### src/snakePkg.sv
package snakePkg;

    // grid is 16 x 16, one nibble per axis
    localparam int COORD_W = 4;

    // wishbone data bus
    localparam int DATA_W = 16;

    typedef logic [COORD_W-1:0] coordT;

    // UP lowers y, LEFT lowers x
    typedef enum logic [1:0] {
        UP    = 2'd0,
        DOWN  = 2'd1,
        LEFT  = 2'd2,
        RIGHT = 2'd3
    } dirT;

    // controller states
    typedef enum logic [1:0] {
        IDLE  = 2'd0,
        RUN   = 2'd1,
        CHECK = 2'd2,
        OVER  = 2'd3
    } gameStateT;

    // register word addresses
    // wall i sits at WALL0 + i
    typedef enum logic [3:0] {
        CTRL   = 4'd0,
        BORDER = 4'd1,
        APPLE  = 4'd2,
        START  = 4'd3,
        WALL0  = 4'd4
    } regAddrT;

endpackage

### src/snakeIf.sv
// field set-up as seen by the game blocks
interface fieldConfigIf #(
    parameter int NUM_WALLS = 4
);
    import snakePkg::*;

    // playfield limits, cells on or past them are fatal
    coordT xMin, xMax, yMin, yMax;
    coordT apple1X, apple1Y, apple2X, apple2Y;
    coordT [NUM_WALLS-1:0] wallX;
    coordT [NUM_WALLS-1:0] wallY;
    logic  [NUM_WALLS-1:0] wallEn;
    coordT startX, startY;
    logic  run;
    // single-cycle pulse
    logic  restart;

    modport provider (
        output xMin, xMax, yMin, yMax, apple1X, apple1Y, apple2X, apple2Y,
               wallX, wallY, wallEn, startX, startY, run, restart
    );
    modport consumer (
        input  xMin, xMax, yMin, yMax, apple1X, apple1Y, apple2X, apple2Y,
               wallX, wallY, wallEn, startX, startY, run, restart
    );
endinterface

// snake segment view, slot 0 is the head
interface snakeBodyIf #(
    parameter int MAX_LENGTH = 16,
    parameter int LEN_W = $clog2(MAX_LENGTH + 1)
);
    import snakePkg::*;

    coordT headX, headY;
    coordT [MAX_LENGTH-1:0] segX;
    coordT [MAX_LENGTH-1:0] segY;
    logic  [LEN_W-1:0] length;

    modport owner  (output headX, headY, segX, segY, length);
    modport viewer (input  headX, headY, segX, segY, length);
endinterface

### src/bodyTracker.sv
module bodyTracker #(
    parameter int MAX_LENGTH = 16
) (
    input  logic            clk,
    input  logic            nrst,
    fieldConfigIf.consumer  cfg,
    input  logic            load,
    input  logic            move,
    input  logic            grow,
    input  snakePkg::coordT newX,
    input  snakePkg::coordT newY,
    snakeBodyIf.owner       body
);
    import snakePkg::*;

    localparam int LEN_W = $clog2(MAX_LENGTH + 1);

    coordT [MAX_LENGTH-1:0] segX;
    coordT [MAX_LENGTH-1:0] segY;
    logic  [LEN_W-1:0]      length;

    // slot 0 is the head, higher slots trail behind it
    always_ff @(posedge clk or negedge nrst) begin
        if (!nrst) begin
            segX   <= '0;
            segY   <= '0;
            length <= LEN_W'(1);
        end else if (load) begin
            // fresh one-cell snake on the start square
            segX[0] <= cfg.startX;
            segY[0] <= cfg.startY;
            length  <= LEN_W'(1);
        end else if (move || grow) begin
            // everything slides one slot towards the tail
            for (int i = MAX_LENGTH - 1; i > 0; i--) begin
                segX[i] <= segX[i-1];
                segY[i] <= segY[i-1];
            end
            segX[0] <= newX;
            segY[0] <= newY;
            // old tail survives in slot length on a grow
            if (grow && (length < LEN_W'(MAX_LENGTH))) begin
                length <= length + LEN_W'(1);
            end
        end
    end

    // slots at or past length are stale and ignored downstream
    assign body.segX   = segX;
    assign body.segY   = segY;
    assign body.headX  = segX[0];
    assign body.headY  = segY[0];
    assign body.length = length;

endmodule

### src/collisionDetector.sv
module collisionDetector #(
    parameter int MAX_LENGTH = 16,
    parameter int NUM_WALLS  = 4
) (
    input  logic            clk,
    input  logic            nrst,
    input  logic            checkEnable,
    input  snakePkg::coordT nextX,
    input  snakePkg::coordT nextY,
    fieldConfigIf.consumer  cfg,
    snakeBodyIf.viewer      body,
    output logic            badCollision,
    output logic            goodCollision1,
    output logic            goodCollision2
);
    import snakePkg::*;

    logic borderHit;
    logic wallHit;
    logic bodyHit;
    logic apple1Hit;
    logic apple2Hit;

    // border cells themselves count as a hit
    assign borderHit = (nextX <= cfg.xMin) || (nextX >= cfg.xMax) ||
                       (nextY <= cfg.yMin) || (nextY >= cfg.yMax);

    // only enabled walls block
    always_comb begin
        wallHit = 1'b0;
        for (int i = 0; i < NUM_WALLS; i++) begin
            if (cfg.wallEn[i] && (cfg.wallX[i] == nextX) && (cfg.wallY[i] == nextY)) begin
                wallHit = 1'b1;
            end
        end
    end

    // live segments only, tail included
    always_comb begin
        bodyHit = 1'b0;
        for (int i = 0; i < MAX_LENGTH; i++) begin
            if ((i < int'(body.length)) &&
                (body.segX[i] == nextX) && (body.segY[i] == nextY)) begin
                bodyHit = 1'b1;
            end
        end
    end

    assign apple1Hit = (nextX == cfg.apple1X) && (nextY == cfg.apple1Y);
    assign apple2Hit = (nextX == cfg.apple2X) && (nextY == cfg.apple2Y);

    // verdict captured at the end of the tick cycle
    always_ff @(posedge clk or negedge nrst) begin
        if (!nrst) begin
            badCollision   <= 1'b0;
            goodCollision1 <= 1'b0;
            goodCollision2 <= 1'b0;
        end else if (checkEnable) begin
            badCollision   <= borderHit || wallHit || bodyHit;
            goodCollision1 <= apple1Hit;
            goodCollision2 <= apple2Hit;
        end
    end

endmodule

### src/fieldConfigRegs.sv
module fieldConfigRegs #(
    parameter int NUM_WALLS = 4
) (
    input  logic                       clk,
    input  logic                       nrst,
    input  logic                       wbCyc,
    input  logic                       wbStb,
    input  logic                       wbWe,
    input  logic [3:0]                 wbAdr,
    input  logic [snakePkg::DATA_W-1:0] wbDatW,
    output logic [snakePkg::DATA_W-1:0] wbDatR,
    output logic                       wbAck,
    fieldConfigIf.provider             cfg
);
    import snakePkg::*;

    // wall word: x in 3:0, y in 7:4, enable in 8
    localparam int WALL_W = 2 * COORD_W + 1;

    regAddrT addr;
    logic    access;
    logic    run;
    logic    restart;
    logic [DATA_W-1:0] borderReg;
    logic [DATA_W-1:0] appleReg;
    logic [2*COORD_W-1:0] startReg;
    logic [NUM_WALLS-1:0][WALL_W-1:0] wallReg;
    logic [NUM_WALLS-1:0] wallSel;
    logic [DATA_W-1:0] readData;

    assign addr = regAddrT'(wbAdr);

    // new cycle seen and no ack outstanding
    assign access = wbCyc && wbStb && !wbAck;

    // one select per wall word
    always_comb begin
        for (int i = 0; i < NUM_WALLS; i++) begin
            wallSel[i] = (wbAdr == 4'(int'(WALL0) + i));
        end
    end

    always_ff @(posedge clk or negedge nrst) begin
        if (!nrst) begin
            wbAck     <= 1'b0;
            run       <= 1'b0;
            restart   <= 1'b0;
            borderReg <= '0;
            appleReg  <= '0;
            startReg  <= '0;
            wallReg   <= '0;
        end else begin
            // ack is always one cycle long
            wbAck   <= access;
            // restart drops again after one cycle
            restart <= 1'b0;
            if (access && wbWe) begin
                case (addr)
                    CTRL: begin
                        run     <= wbDatW[0];
                        restart <= wbDatW[1];
                    end
                    BORDER: borderReg <= wbDatW;
                    APPLE:  appleReg  <= wbDatW;
                    START:  startReg  <= wbDatW[2*COORD_W-1:0];
                    default: begin
                        // unmapped words fall through untouched
                        for (int i = 0; i < NUM_WALLS; i++) begin
                            if (wallSel[i]) begin
                                wallReg[i] <= wbDatW[WALL_W-1:0];
                            end
                        end
                    end
                endcase
            end
        end
    end

    // read mux, held stable by the master through the ack
    always_comb begin
        readData = '0;
        case (addr)
            CTRL:   readData[0] = run;
            BORDER: readData = borderReg;
            APPLE:  readData = appleReg;
            START:  readData[2*COORD_W-1:0] = startReg;
            default: begin
                for (int i = 0; i < NUM_WALLS; i++) begin
                    if (wallSel[i]) begin
                        readData[WALL_W-1:0] = wallReg[i];
                    end
                end
            end
        endcase
    end

    assign wbDatR = readData;

    // nibble unpacking onto the config bus
    assign cfg.xMin    = borderReg[3:0];
    assign cfg.xMax    = borderReg[7:4];
    assign cfg.yMin    = borderReg[11:8];
    assign cfg.yMax    = borderReg[15:12];
    assign cfg.apple1X = appleReg[3:0];
    assign cfg.apple1Y = appleReg[7:4];
    assign cfg.apple2X = appleReg[11:8];
    assign cfg.apple2Y = appleReg[15:12];
    assign cfg.startX  = startReg[3:0];
    assign cfg.startY  = startReg[7:4];
    assign cfg.run     = run;
    assign cfg.restart = restart;

    always_comb begin
        for (int i = 0; i < NUM_WALLS; i++) begin
            cfg.wallX[i]  = wallReg[i][3:0];
            cfg.wallY[i]  = wallReg[i][7:4];
            cfg.wallEn[i] = wallReg[i][8];
        end
    end

endmodule

### src/gameController.sv
module gameController (
    input  logic            clk,
    input  logic            nrst,
    input  logic            tick,
    input  snakePkg::dirT   dirIn,
    fieldConfigIf.consumer  cfg,
    snakeBodyIf.viewer      body,
    input  logic            badCollision,
    input  logic            goodCollision1,
    input  logic            goodCollision2,
    output logic            checkEnable,
    output snakePkg::coordT nextX,
    output snakePkg::coordT nextY,
    output logic            load,
    output logic            move,
    output logic            grow,
    output logic [7:0]      score,
    output logic            gameOver,
    output logic            appleEaten
);
    import snakePkg::*;

    gameStateT state, stateNext;
    dirT       dir;
    dirT       stepDir;
    logic      accept;
    logic      ateApple;

    function automatic dirT opposite(input dirT d);
        case (d)
            UP:      return DOWN;
            DOWN:    return UP;
            LEFT:    return RIGHT;
            default: return LEFT;
        endcase
    endfunction

    // ticks only count while running, anything else is dropped
    assign accept = (state == RUN) && cfg.run && tick;

    // a reversal request keeps the old heading
    assign stepDir = (accept && (dirIn != opposite(dir))) ? dirIn : dir;

    // one cell ahead, 4-bit wrap
    always_comb begin
        nextX = body.headX;
        nextY = body.headY;
        case (stepDir)
            UP:      nextY = body.headY - coordT'(1);
            DOWN:    nextY = body.headY + coordT'(1);
            LEFT:    nextX = body.headX - coordT'(1);
            default: nextX = body.headX + coordT'(1);
        endcase
    end

    assign ateApple    = goodCollision1 || goodCollision2;
    assign checkEnable = accept;
    assign load        = (state == IDLE);
    // body untouched on a bad verdict or restart
    assign grow = (state == CHECK) && !cfg.restart && !badCollision && ateApple;
    assign move = (state == CHECK) && !cfg.restart && !badCollision && !ateApple;

    always_comb begin
        stateNext = state;
        case (state)
            IDLE:    if (cfg.run) stateNext = RUN;
            RUN:     if (accept) stateNext = CHECK;
            CHECK:   stateNext = badCollision ? OVER : RUN;
            default: stateNext = OVER;
        endcase
        // restart wins from anywhere
        if (cfg.restart) begin
            stateNext = IDLE;
        end
    end

    always_ff @(posedge clk or negedge nrst) begin
        if (!nrst) begin
            state      <= IDLE;
            dir        <= RIGHT;
            score      <= '0;
            gameOver   <= 1'b0;
            appleEaten <= 1'b0;
        end else begin
            state      <= stateNext;
            appleEaten <= grow;
            if (accept) begin
                dir <= stepDir;
            end
            if (grow) begin
                score <= score + 8'd1;
            end
            if ((state == CHECK) && badCollision && !cfg.restart) begin
                gameOver <= 1'b1;
            end
            // fresh game set-up while idle
            if (state == IDLE) begin
                dir      <= RIGHT;
                score    <= '0;
                gameOver <= 1'b0;
            end
            if (cfg.restart) begin
                gameOver <= 1'b0;
            end
        end
    end

endmodule

### src/snakeTop.sv
module snakeTop #(
    parameter int MAX_LENGTH = 16,
    parameter int NUM_WALLS  = 4
) (
    input  logic                                 clk,
    input  logic                                 nrst,
    input  logic                                 wbCyc,
    input  logic                                 wbStb,
    input  logic                                 wbWe,
    input  logic [3:0]                           wbAdr,
    input  logic [snakePkg::DATA_W-1:0]          wbDatW,
    input  logic                                 tick,
    input  snakePkg::dirT                        dirIn,
    output logic [snakePkg::DATA_W-1:0]          wbDatR,
    output logic                                 wbAck,
    output snakePkg::coordT                      headX,
    output snakePkg::coordT                      headY,
    output logic [$clog2(MAX_LENGTH + 1)-1:0]    length,
    output logic [7:0]                           score,
    output logic                                 gameOver,
    output logic                                 appleEaten
);
    import snakePkg::*;

    logic  checkEnable;
    logic  load;
    logic  move;
    logic  grow;
    logic  badCollision;
    logic  goodCollision1;
    logic  goodCollision2;
    coordT nextX;
    coordT nextY;

    fieldConfigIf #(.NUM_WALLS(NUM_WALLS)) cfgBus ();
    snakeBodyIf #(.MAX_LENGTH(MAX_LENGTH)) bodyBus ();

    // software-visible set-up
    fieldConfigRegs #(.NUM_WALLS(NUM_WALLS)) regs (
        .clk(clk), .nrst(nrst), .wbCyc(wbCyc), .wbStb(wbStb), .wbWe(wbWe),
        .wbAdr(wbAdr), .wbDatW(wbDatW), .wbDatR(wbDatR), .wbAck(wbAck),
        .cfg(cfgBus.provider)
    );

    bodyTracker #(.MAX_LENGTH(MAX_LENGTH)) tracker (
        .clk(clk), .nrst(nrst), .cfg(cfgBus.consumer), .load(load),
        .move(move), .grow(grow), .newX(nextX), .newY(nextY),
        .body(bodyBus.owner)
    );

    collisionDetector #(.MAX_LENGTH(MAX_LENGTH), .NUM_WALLS(NUM_WALLS)) detector (
        .clk(clk), .nrst(nrst), .checkEnable(checkEnable), .nextX(nextX),
        .nextY(nextY), .cfg(cfgBus.consumer), .body(bodyBus.viewer),
        .badCollision(badCollision), .goodCollision1(goodCollision1),
        .goodCollision2(goodCollision2)
    );

    // step sequencing and scoring
    gameController ctrl (
        .clk(clk), .nrst(nrst), .tick(tick), .dirIn(dirIn),
        .cfg(cfgBus.consumer), .body(bodyBus.viewer),
        .badCollision(badCollision), .goodCollision1(goodCollision1),
        .goodCollision2(goodCollision2), .checkEnable(checkEnable),
        .nextX(nextX), .nextY(nextY), .load(load), .move(move), .grow(grow),
        .score(score), .gameOver(gameOver), .appleEaten(appleEaten)
    );

    assign headX  = bodyBus.headX;
    assign headY  = bodyBus.headY;
    assign length = bodyBus.length;

endmodule

### config.mk
export PLATFORM = sky130hd
export DESIGN_NAME = snakeTop
export DESIGN_NICKNAME = d
export VERILOG_FILES = /design/src/snakePkg.sv /design/src/snakeIf.sv /design/src/bodyTracker.sv /design/src/collisionDetector.sv /design/src/fieldConfigRegs.sv /design/src/gameController.sv /design/src/snakeTop.sv
export SDC_FILE = /design/constraint.sdc
export NUM_CORES = 1
export LEC_CHECK = 0
export ABC_CLOCK_PERIOD_IN_PS = 5200
export BUFFER_PORTS_ARGS = -buffer_cell sky130_fd_sc_hd__buf_2
export CAP_MARGIN = 20
export CORE_MARGIN = 2
export CORE_UTILIZATION = 56
export DETAILED_ROUTE_END_ITERATION = 8
export GPL_ROUTABILITY_DRIVEN = 0
export HOLD_SLACK_MARGIN = 0.06
export PLACE_DENSITY = 0.77
export SKIP_CTS_REPAIR_TIMING = 1
export SYNTH_ARGS = -nofsm -noshare
export SYNTH_HDL_FRONTEND = slang
export SYNTH_SLANG_ARGS = --single-unit
### constraint.sdc
create_clock -name clk -period 5.2 [get_ports clk]
set_clock_uncertainty 0.05 [all_clocks]
set_input_delay 0 -clock clk [delete_from_list [all_inputs] [get_ports clk]]
set_output_delay 0 -clock clk [all_outputs]
set_load 0.1 [all_outputs]
Word level (Yosys, flattened, before mapping)
Cells that the tools add are included.
Cells by class
  reductions and logical operators: 89
  add/sub/neg operators: 6
  order comparisons: 21
  muxes and demuxes: 53
  eq/ne operators: 60
  bitwise gates (word level): 2
Operator list (count)
  $eq 4x4->1: 44
  $logic_and 1x1->1: 55
  $lt 4x5->1 const A: 8
  $mux 9: 4
  $pmux 7 s4: 1
  $mux 1: 25
  $lt 3x5->1 const A: 4
  $eq 4x3->1 const B: 4
  $mux 4: 4
  $mux 8: 2
  $pmux 4 s2: 2
  $mux 5: 3
  $mux 2: 7
  $pmux 7 s2: 1
  $reduce_and 2->1: 7
  $pmux 2 s3: 2
  $reduce_and 3->1: 4
  $lt 1x5->1 const A: 2
  $lt 2x5->1 const A: 2
  $add 4x1->4 const B: 2
  $add 8x1->8 const B: 1
  $eq 4x2->1 const B: 2
  $ge 4x4->1: 2
  $le 4x4->1: 2
  other kinds (20): 41
Word-level totals
  bits in registers: 229
  bits of input ports: 28
  word-level logic and storage cells: 282
  output and inout bits: 40

Depth between registers and ports, before layout
  depth in word-level cells: 28
  gate-level depth with buffers: 23
  depth with buffers taken out: 19

By module
Synthesis repeated with hierarchy kept, for this count alone.
Second synthesis, totals
  cell total of the unflattened synthesis: 1066
  area, all modules: 13020.0 sq um
By module, submodules not included
  bodyTracker: seq. area each 3329.4 sq um, times used 1, cells an instance 317, area each 5572.8 sq um
  fieldConfigRegs: seq. area each 1976.9 sq um, times used 1, cells an instance 303, area each 3754.9 sq um
  collisionDetector: seq. area each 75.1 sq um, times used 1, cells an instance 352, area each 2755.1 sq um
  gameController: seq. area each 352.8 sq um, times used 1, cells an instance 94, area each 937.1 sq um

Least setup slack after synthesis
OpenSTA, ideal clock, no wires.
  kind: register to register
  start point: register ctrl.state[1]
  end point: register detector.badCollision
  data arrival time: 5.244 ns
  buffers on the path: 4
  library setup time: 0.126 ns
  slack: -0.220 ns
  stages on the path, launching flop included: 23
  cell sequence: dfrtp_1 > nand4b_1 > mux2i_1 > buf_2 > buf_2 > buf_2 > o21ai_0 > ha_1 > a21o_1 > a21oi_1 > o21ai_0 > nor3b_1 > xnor2_1 > buf_2 > inv_1 > ha_1 > nand4_1 > nand4_1 > a2111oi_0 > o41ai_1 > nor4_1 > o2111ai_1 > o32a_1
Between the ends
  cells in the longest elaborated chain, start to end: 28
  elaborated cells on any way between the ends: 120
  those cells by class: 4 x order compare; 43 x eq/ne; 23 x mux; 50 x reduce/logical
RTL lines
  from (decl): line gameController.sv:23  | gameStateT state, stateNext;
  from (signal assigned): line gameController.sv:85  | state <= stateNext;
  $eq 2x1->1 (*): line gameController.sv:39  | assign accept = (state == RUN) && cfg.run && tick;
  $logic_and 1x1->1 (*) (2 in series): line gameController.sv:39
  $logic_and 1x1->1: line gameController.sv:42  | assign stepDir = (accept && (dirIn != opposite(dir))) ? dirIn : dir;
  $mux 2: line gameController.sv:42
  $eq 2x1->1 or $logic_not 2->1 (tied branches): line gameController.sv:48  | case (stepDir)
  $reduce_or 2->1 (no line)
  $pmux 4 s2: line gameController.sv:48
  $eq 4x4->1: line collisionDetector.sv:43  | (body.segX[i] == nextX) && (body.segY[i] == nextY)) begin
  $logic_and 1x1->1: line collisionDetector.sv:42  | if ((i < int'(body.length)) &&
  $logic_and 1x1->1: line collisionDetector.sv:43
  $mux 1 (16 in series): line collisionDetector.sv:42
  $logic_or 1x1->1: line collisionDetector.sv:59  | badCollision <= borderHit || wallHit || bodyHit;
  to (signal assigned): line collisionDetector.sv:59
  to (decl): line collisionDetector.sv:12  | output logic badCollision,
Mark *: on every way between the ends. The rest lies on a longest branch, timed or not.
A chain may end at the register's enable or synchronous reset.

Worst setup path in the final report
  start point: register ctrl.state[0]
  end point: register detector.badCollision
Same word-level chain as after synthesis.

==> implementation parameters <==
Parameter                              Value

Outcome
  Outcome    finished clean

Floorplan
  Floorplan core area    22600 um^2
  FP Rows    55
  Chip width    156 um
  Height of the chip    156 um
  Boundary pin count    68
  Starting density of the core    57.0%
  Total die area    24300 um^2

Finish
  Most common library cell in the layout ignoring fill and taps    sky130_fd_sc_hd__nand2_1
  Commonest cells after routing, fill and taps aside    386 x sky130_fd_sc_hd__nand2_1, 226 x sky130_fd_sc_hd__dfrtp_1, 121 x sky130_fd_sc_hd__xnor2_1
  Number of inserted filler cells in the final layout    1775
  Growth of design area from synthesis to finish    13.1%
  Ant diodes    0
  Fin util    64.5%
  Total number of nets in the final design    1500
  Fraction of layout cells with a size suffix above 1    16.3%

Pwr
  Maximum vdd drop    0.373 mV
  Pleak    7.19 nW
  Power density normalized to cell area    493 nW/um^2

Route
  Via density per instance    6.00
  DRC    0
  Number of detailed-route iterations in the first pass    6
  Number of routed nets with antenna violations    0
  Drt first-iter violations    1038
  Vias after detailed routing    10500
  Post-detailed-route wirelength per cell    20.0 um
  Final Routed Wirelength    35.1 mm

Synthesis
  Number of distinct standard cells referenced by the synthesized netlist    70
  Post-synthesis sequential area ratio    44.4%
  Total number of yosys warnings    0
  Gate Count Post-Synth    1389
  Count of flip-flops with a built-in enable after synthesis    0
  #FFs+latches synth    229
  Main flop type after synthesis    sky130_fd_sc_hd__dfrtp_1
  Mapped cell area    12900 um^2
  Synth Area per Inst    9.29 um^2
  Net Count, Synth    1439
  Post-synth ARST share    100%

Clock tree
  Clock slew at reported path FFs    0.07 ns
  H-Tree Level Count    1
  Clk_lat worst skew    0.53 ns
  Number of buffers on the longest clock path    3
  Clock tree from TritonCTS    yes
  CTS Root Buffer Type    sky130_fd_sc_hd__clkbuf_16
  Number of sinks driven by the clock tree    229
  Number of clock buffers inserted by TritonCTS    24

Timing
  Worst-case headroom to the max-slew limit    27.9%
  Setup repair after global routing missed its margin    no
  Final critical delay including setup and external delays    4.96 ns
  Post-route fraction of the period consumed by the critical path    95.4%
  Slew of the pin with the lowest slew margin    1.08 ns
  Summed negative setup slack over all endpoints    0 ns
  Final setup violation count    0
  Maximum clock rate    202 MHz
  Final max-slew violation count    0
  Final count of hold timing violations    0

Run
  Maxcap violations    0

Worst setup path
  Signal arrival time at the worst endpoint    5.32 ns
  Highest-delay cell along the critical path    sky130_fd_sc_hd__or4_4
  Crit-path most repeated cell    sky130_fd_sc_hd__ha_1
  Cell-by-cell listing of the critical path    and4b_4 -> and3_4 -> nor2_1 -> nand2_1 -> xnor2_1 -> ha_1 -> or4_4 -> a21oi_4 -> xnor2_4 -> inv_1 -> ha_1 -> nor2b_1 -> o21ai_0 -> nand4_1 -> a2111oi_2 -> o41ai_1 -> nor4_1 -> o2111ai_1 -> o32a_1
  WS Path Type    reg -> reg
  Longest individual stage delay on the worst path    0.53 ns
  Nature of the critical path endpoint    register
  Type of element launching the critical path    register
  Required @ worst endpoint    5.56 ns
  Maximum net fanout on the critical path    8

Min path
  Worst hold-check path type    in -> reg

Global routing
  First-pass GRT wire length    55.8 mm
  Pin count of the biggest net entering global routing    132
  Via count of the first global-routing pass    10300
  Antenna violations before repair    0
  Total routing usage reported by global routing    29.3%
  Global-route congestion overflow total    0

Place
  Detailed placement HPWL    23.8 mm
  Count of port buffers added during placement    67
## cell families (layout without fill, tap and decap cells)
kind of cell | after synthesis | after routing | share of synthesized area, %
AO/OA/AOI/OAI | 169 | 169 | 8.82
multiplexers | 77 | 77 | 6.80
flip-flops | 229 | 229 | 44.4
adder cells (fa/ha/maj) | 22 | 22 | 2.19
buffers and inverters | 125 | 204 | 4.17
AND/OR/NAND/NOR | 565 | 565 | 18.9
XOR/XNOR | 202 | 202 | 14.7
## state kept, by name, summed over array words and instances (netlist names)
| signal | flops |
|---|---|
| regs.appleReg | 16 |
| tracker.body.length | 5 |
| ctrl.dir | 2 |
| detector.badCollision | 1 |
| ctrl.gameOver | 1 |
| regs.cfg.run | 1 |
| regs.startReg | 8 |
| tracker.body.segY | 60 |
| regs.cfg.restart | 1 |
| regs.cfg.wallX | 16 |
| regs.borderReg | 16 |
| ctrl.score | 8 |
| tracker.body.segX | 60 |
| regs.cfg.wallEn | 4 |
| regs.wbAck | 1 |
| detector.goodCollision2 | 1 |
| regs.cfg.wallY | 16 |
| ctrl.state | 2 |
| tracker.body.headY | 4 |
| tracker.body.headX | 4 |
| detector.goodCollision1 | 1 |
| ctrl.appleEaten | 1 |
## power by group
part / leakage (nW) / internal [W] / switching [W]
sequential: 3.08 / 0.00193 / 0.000186
clock: 0.419 / 0.00111 / 0.000723
combinational: 3.68 / 0.00125 / 0.00199
total: 7.19 / 0.00429 / 0.00290
## Yosys cell counts (6+ instances only)
master | instances | share of area [%]
sky130_fd_sc_hd__and3_1 | 8 | 0.39
sky130_fd_sc_hd__xnor3_1 | 7 | 1.2
sky130_fd_sc_hd__nand2_1 | 386 | 11
sky130_fd_sc_hd__nor2_1 | 46 | 1.3
sky130_fd_sc_hd__nand2b_1 | 7 | 0.34
sky130_fd_sc_hd__nand3_1 | 21 | 0.81
sky130_fd_sc_hd__nor2b_1 | 6 | 0.29
sky130_fd_sc_hd__mux2_2 | 72 | 6.3
sky130_fd_sc_hd__buf_2 | 9 | 0.35
sky130_fd_sc_hd__dfrtp_1 | 226 | 44
sky130_fd_sc_hd__or3_1 | 6 | 0.29
sky130_fd_sc_hd__a22oi_1 | 24 | 1.4
sky130_fd_sc_hd__nand4_1 | 19 | 0.92
sky130_fd_sc_hd__xnor2_1 | 122 | 8.3
sky130_fd_sc_hd__a221oi_1 | 6 | 0.41
sky130_fd_sc_hd__o21ai_0 | 48 | 1.9
sky130_fd_sc_hd__nor3_1 | 24 | 0.93
sky130_fd_sc_hd__inv_1 | 36 | 1.0
sky130_fd_sc_hd__buf_1 | 6 | 0.17
sky130_fd_sc_hd__a2111oi_0 | 7 | 0.48
sky130_fd_sc_hd__buf_4 | 9 | 0.52
sky130_fd_sc_hd__ha_1 | 21 | 2.0
sky130_fd_sc_hd__clkbuf_1 | 61 | 1.8
sky130_fd_sc_hd__a31oi_1 | 14 | 0.68
sky130_fd_sc_hd__a21oi_1 | 21 | 0.81
sky130_fd_sc_hd__nor4_1 | 20 | 0.97
sky130_fd_sc_hd__xor2_1 | 70 | 4.8
## per-layer routing
layer	share of wire [%]	global-route usage (%)	up-vias
met5	0	0	-
met4	4.3	11.8	0
met3	8.2	5.28	104
met2	45	45.0	438
met1	42	41.3	5183
li1	-	-	4797
## critical path: cells and delay by family (launching register included)
family	cells	cell delay (ns)
AO/OA/AOI/OAI	6	1.67
buffers and inverters	1	0.08
flip-flops	1	0.46
AND/OR/NAND/NOR	8	1.82
adder cells (fa/ha/maj)	2	0.47
XOR/XNOR	2	0.29
## layout make-up
class                   instances  area [um^2]  share of cell area (%)
repair buffers                124          841                    5.76
multi-input cells            1035         6690                    45.8
inverters                      36          135                   0.926
well taps                     285          357                    2.44
clock buffers                  36          727                    4.98
flip-flops and latches        229         5730                    39.3
clock inverters                 8          115                   0.789
## path summary, 6_finish.rpt
kind	start	to	slack [ns]	cells past startpoint
setup / recovery	ctrl.state[0]$_DFFE_PN0P_	detector.badCollision$_DFFE_PN0P_	0.24	19
hold reg to reg	regs.wbAck$_DFF_PN0_	regs.wbAck$_DFF_PN0_	0.43	1
max in group asynchronous	nrst	tracker.body.segY[59]$_DFFE_PN0P_	3.86	3
hold / removal	wbAdr[2]	regs.cfg.wallX[10]$_DFFE_PN0P_	0.07	4
setup reg to reg	ctrl.state[0]$_DFFE_PN0P_	detector.badCollision$_DFFE_PN0P_	0.24	19
min in group asynchronous	nrst	regs.cfg.wallX[8]$_DFFE_PN0P_	0.14	2
## stage by stage
step	setup slack [ns]	hold WS, ns	instance area [um^2]	cells	total power, W
5_1_grt	0.0354	0.0742	14600	1753	0.00753
2_1_floorplan	0.0381	-0.346	12900	1389	0.00449
6_report	0.238	0.0745	14600	1753	0.00719
3_3_place_gp	0.492	0.147	13500	1686	0.00521
4_1_cts	0.0500	-0.394	14400	1731	0.00713
3_5_place_dp	0.277	0.154	13500	1687	0.00529
No activity file was read; power rests on OpenSTA's default activity.
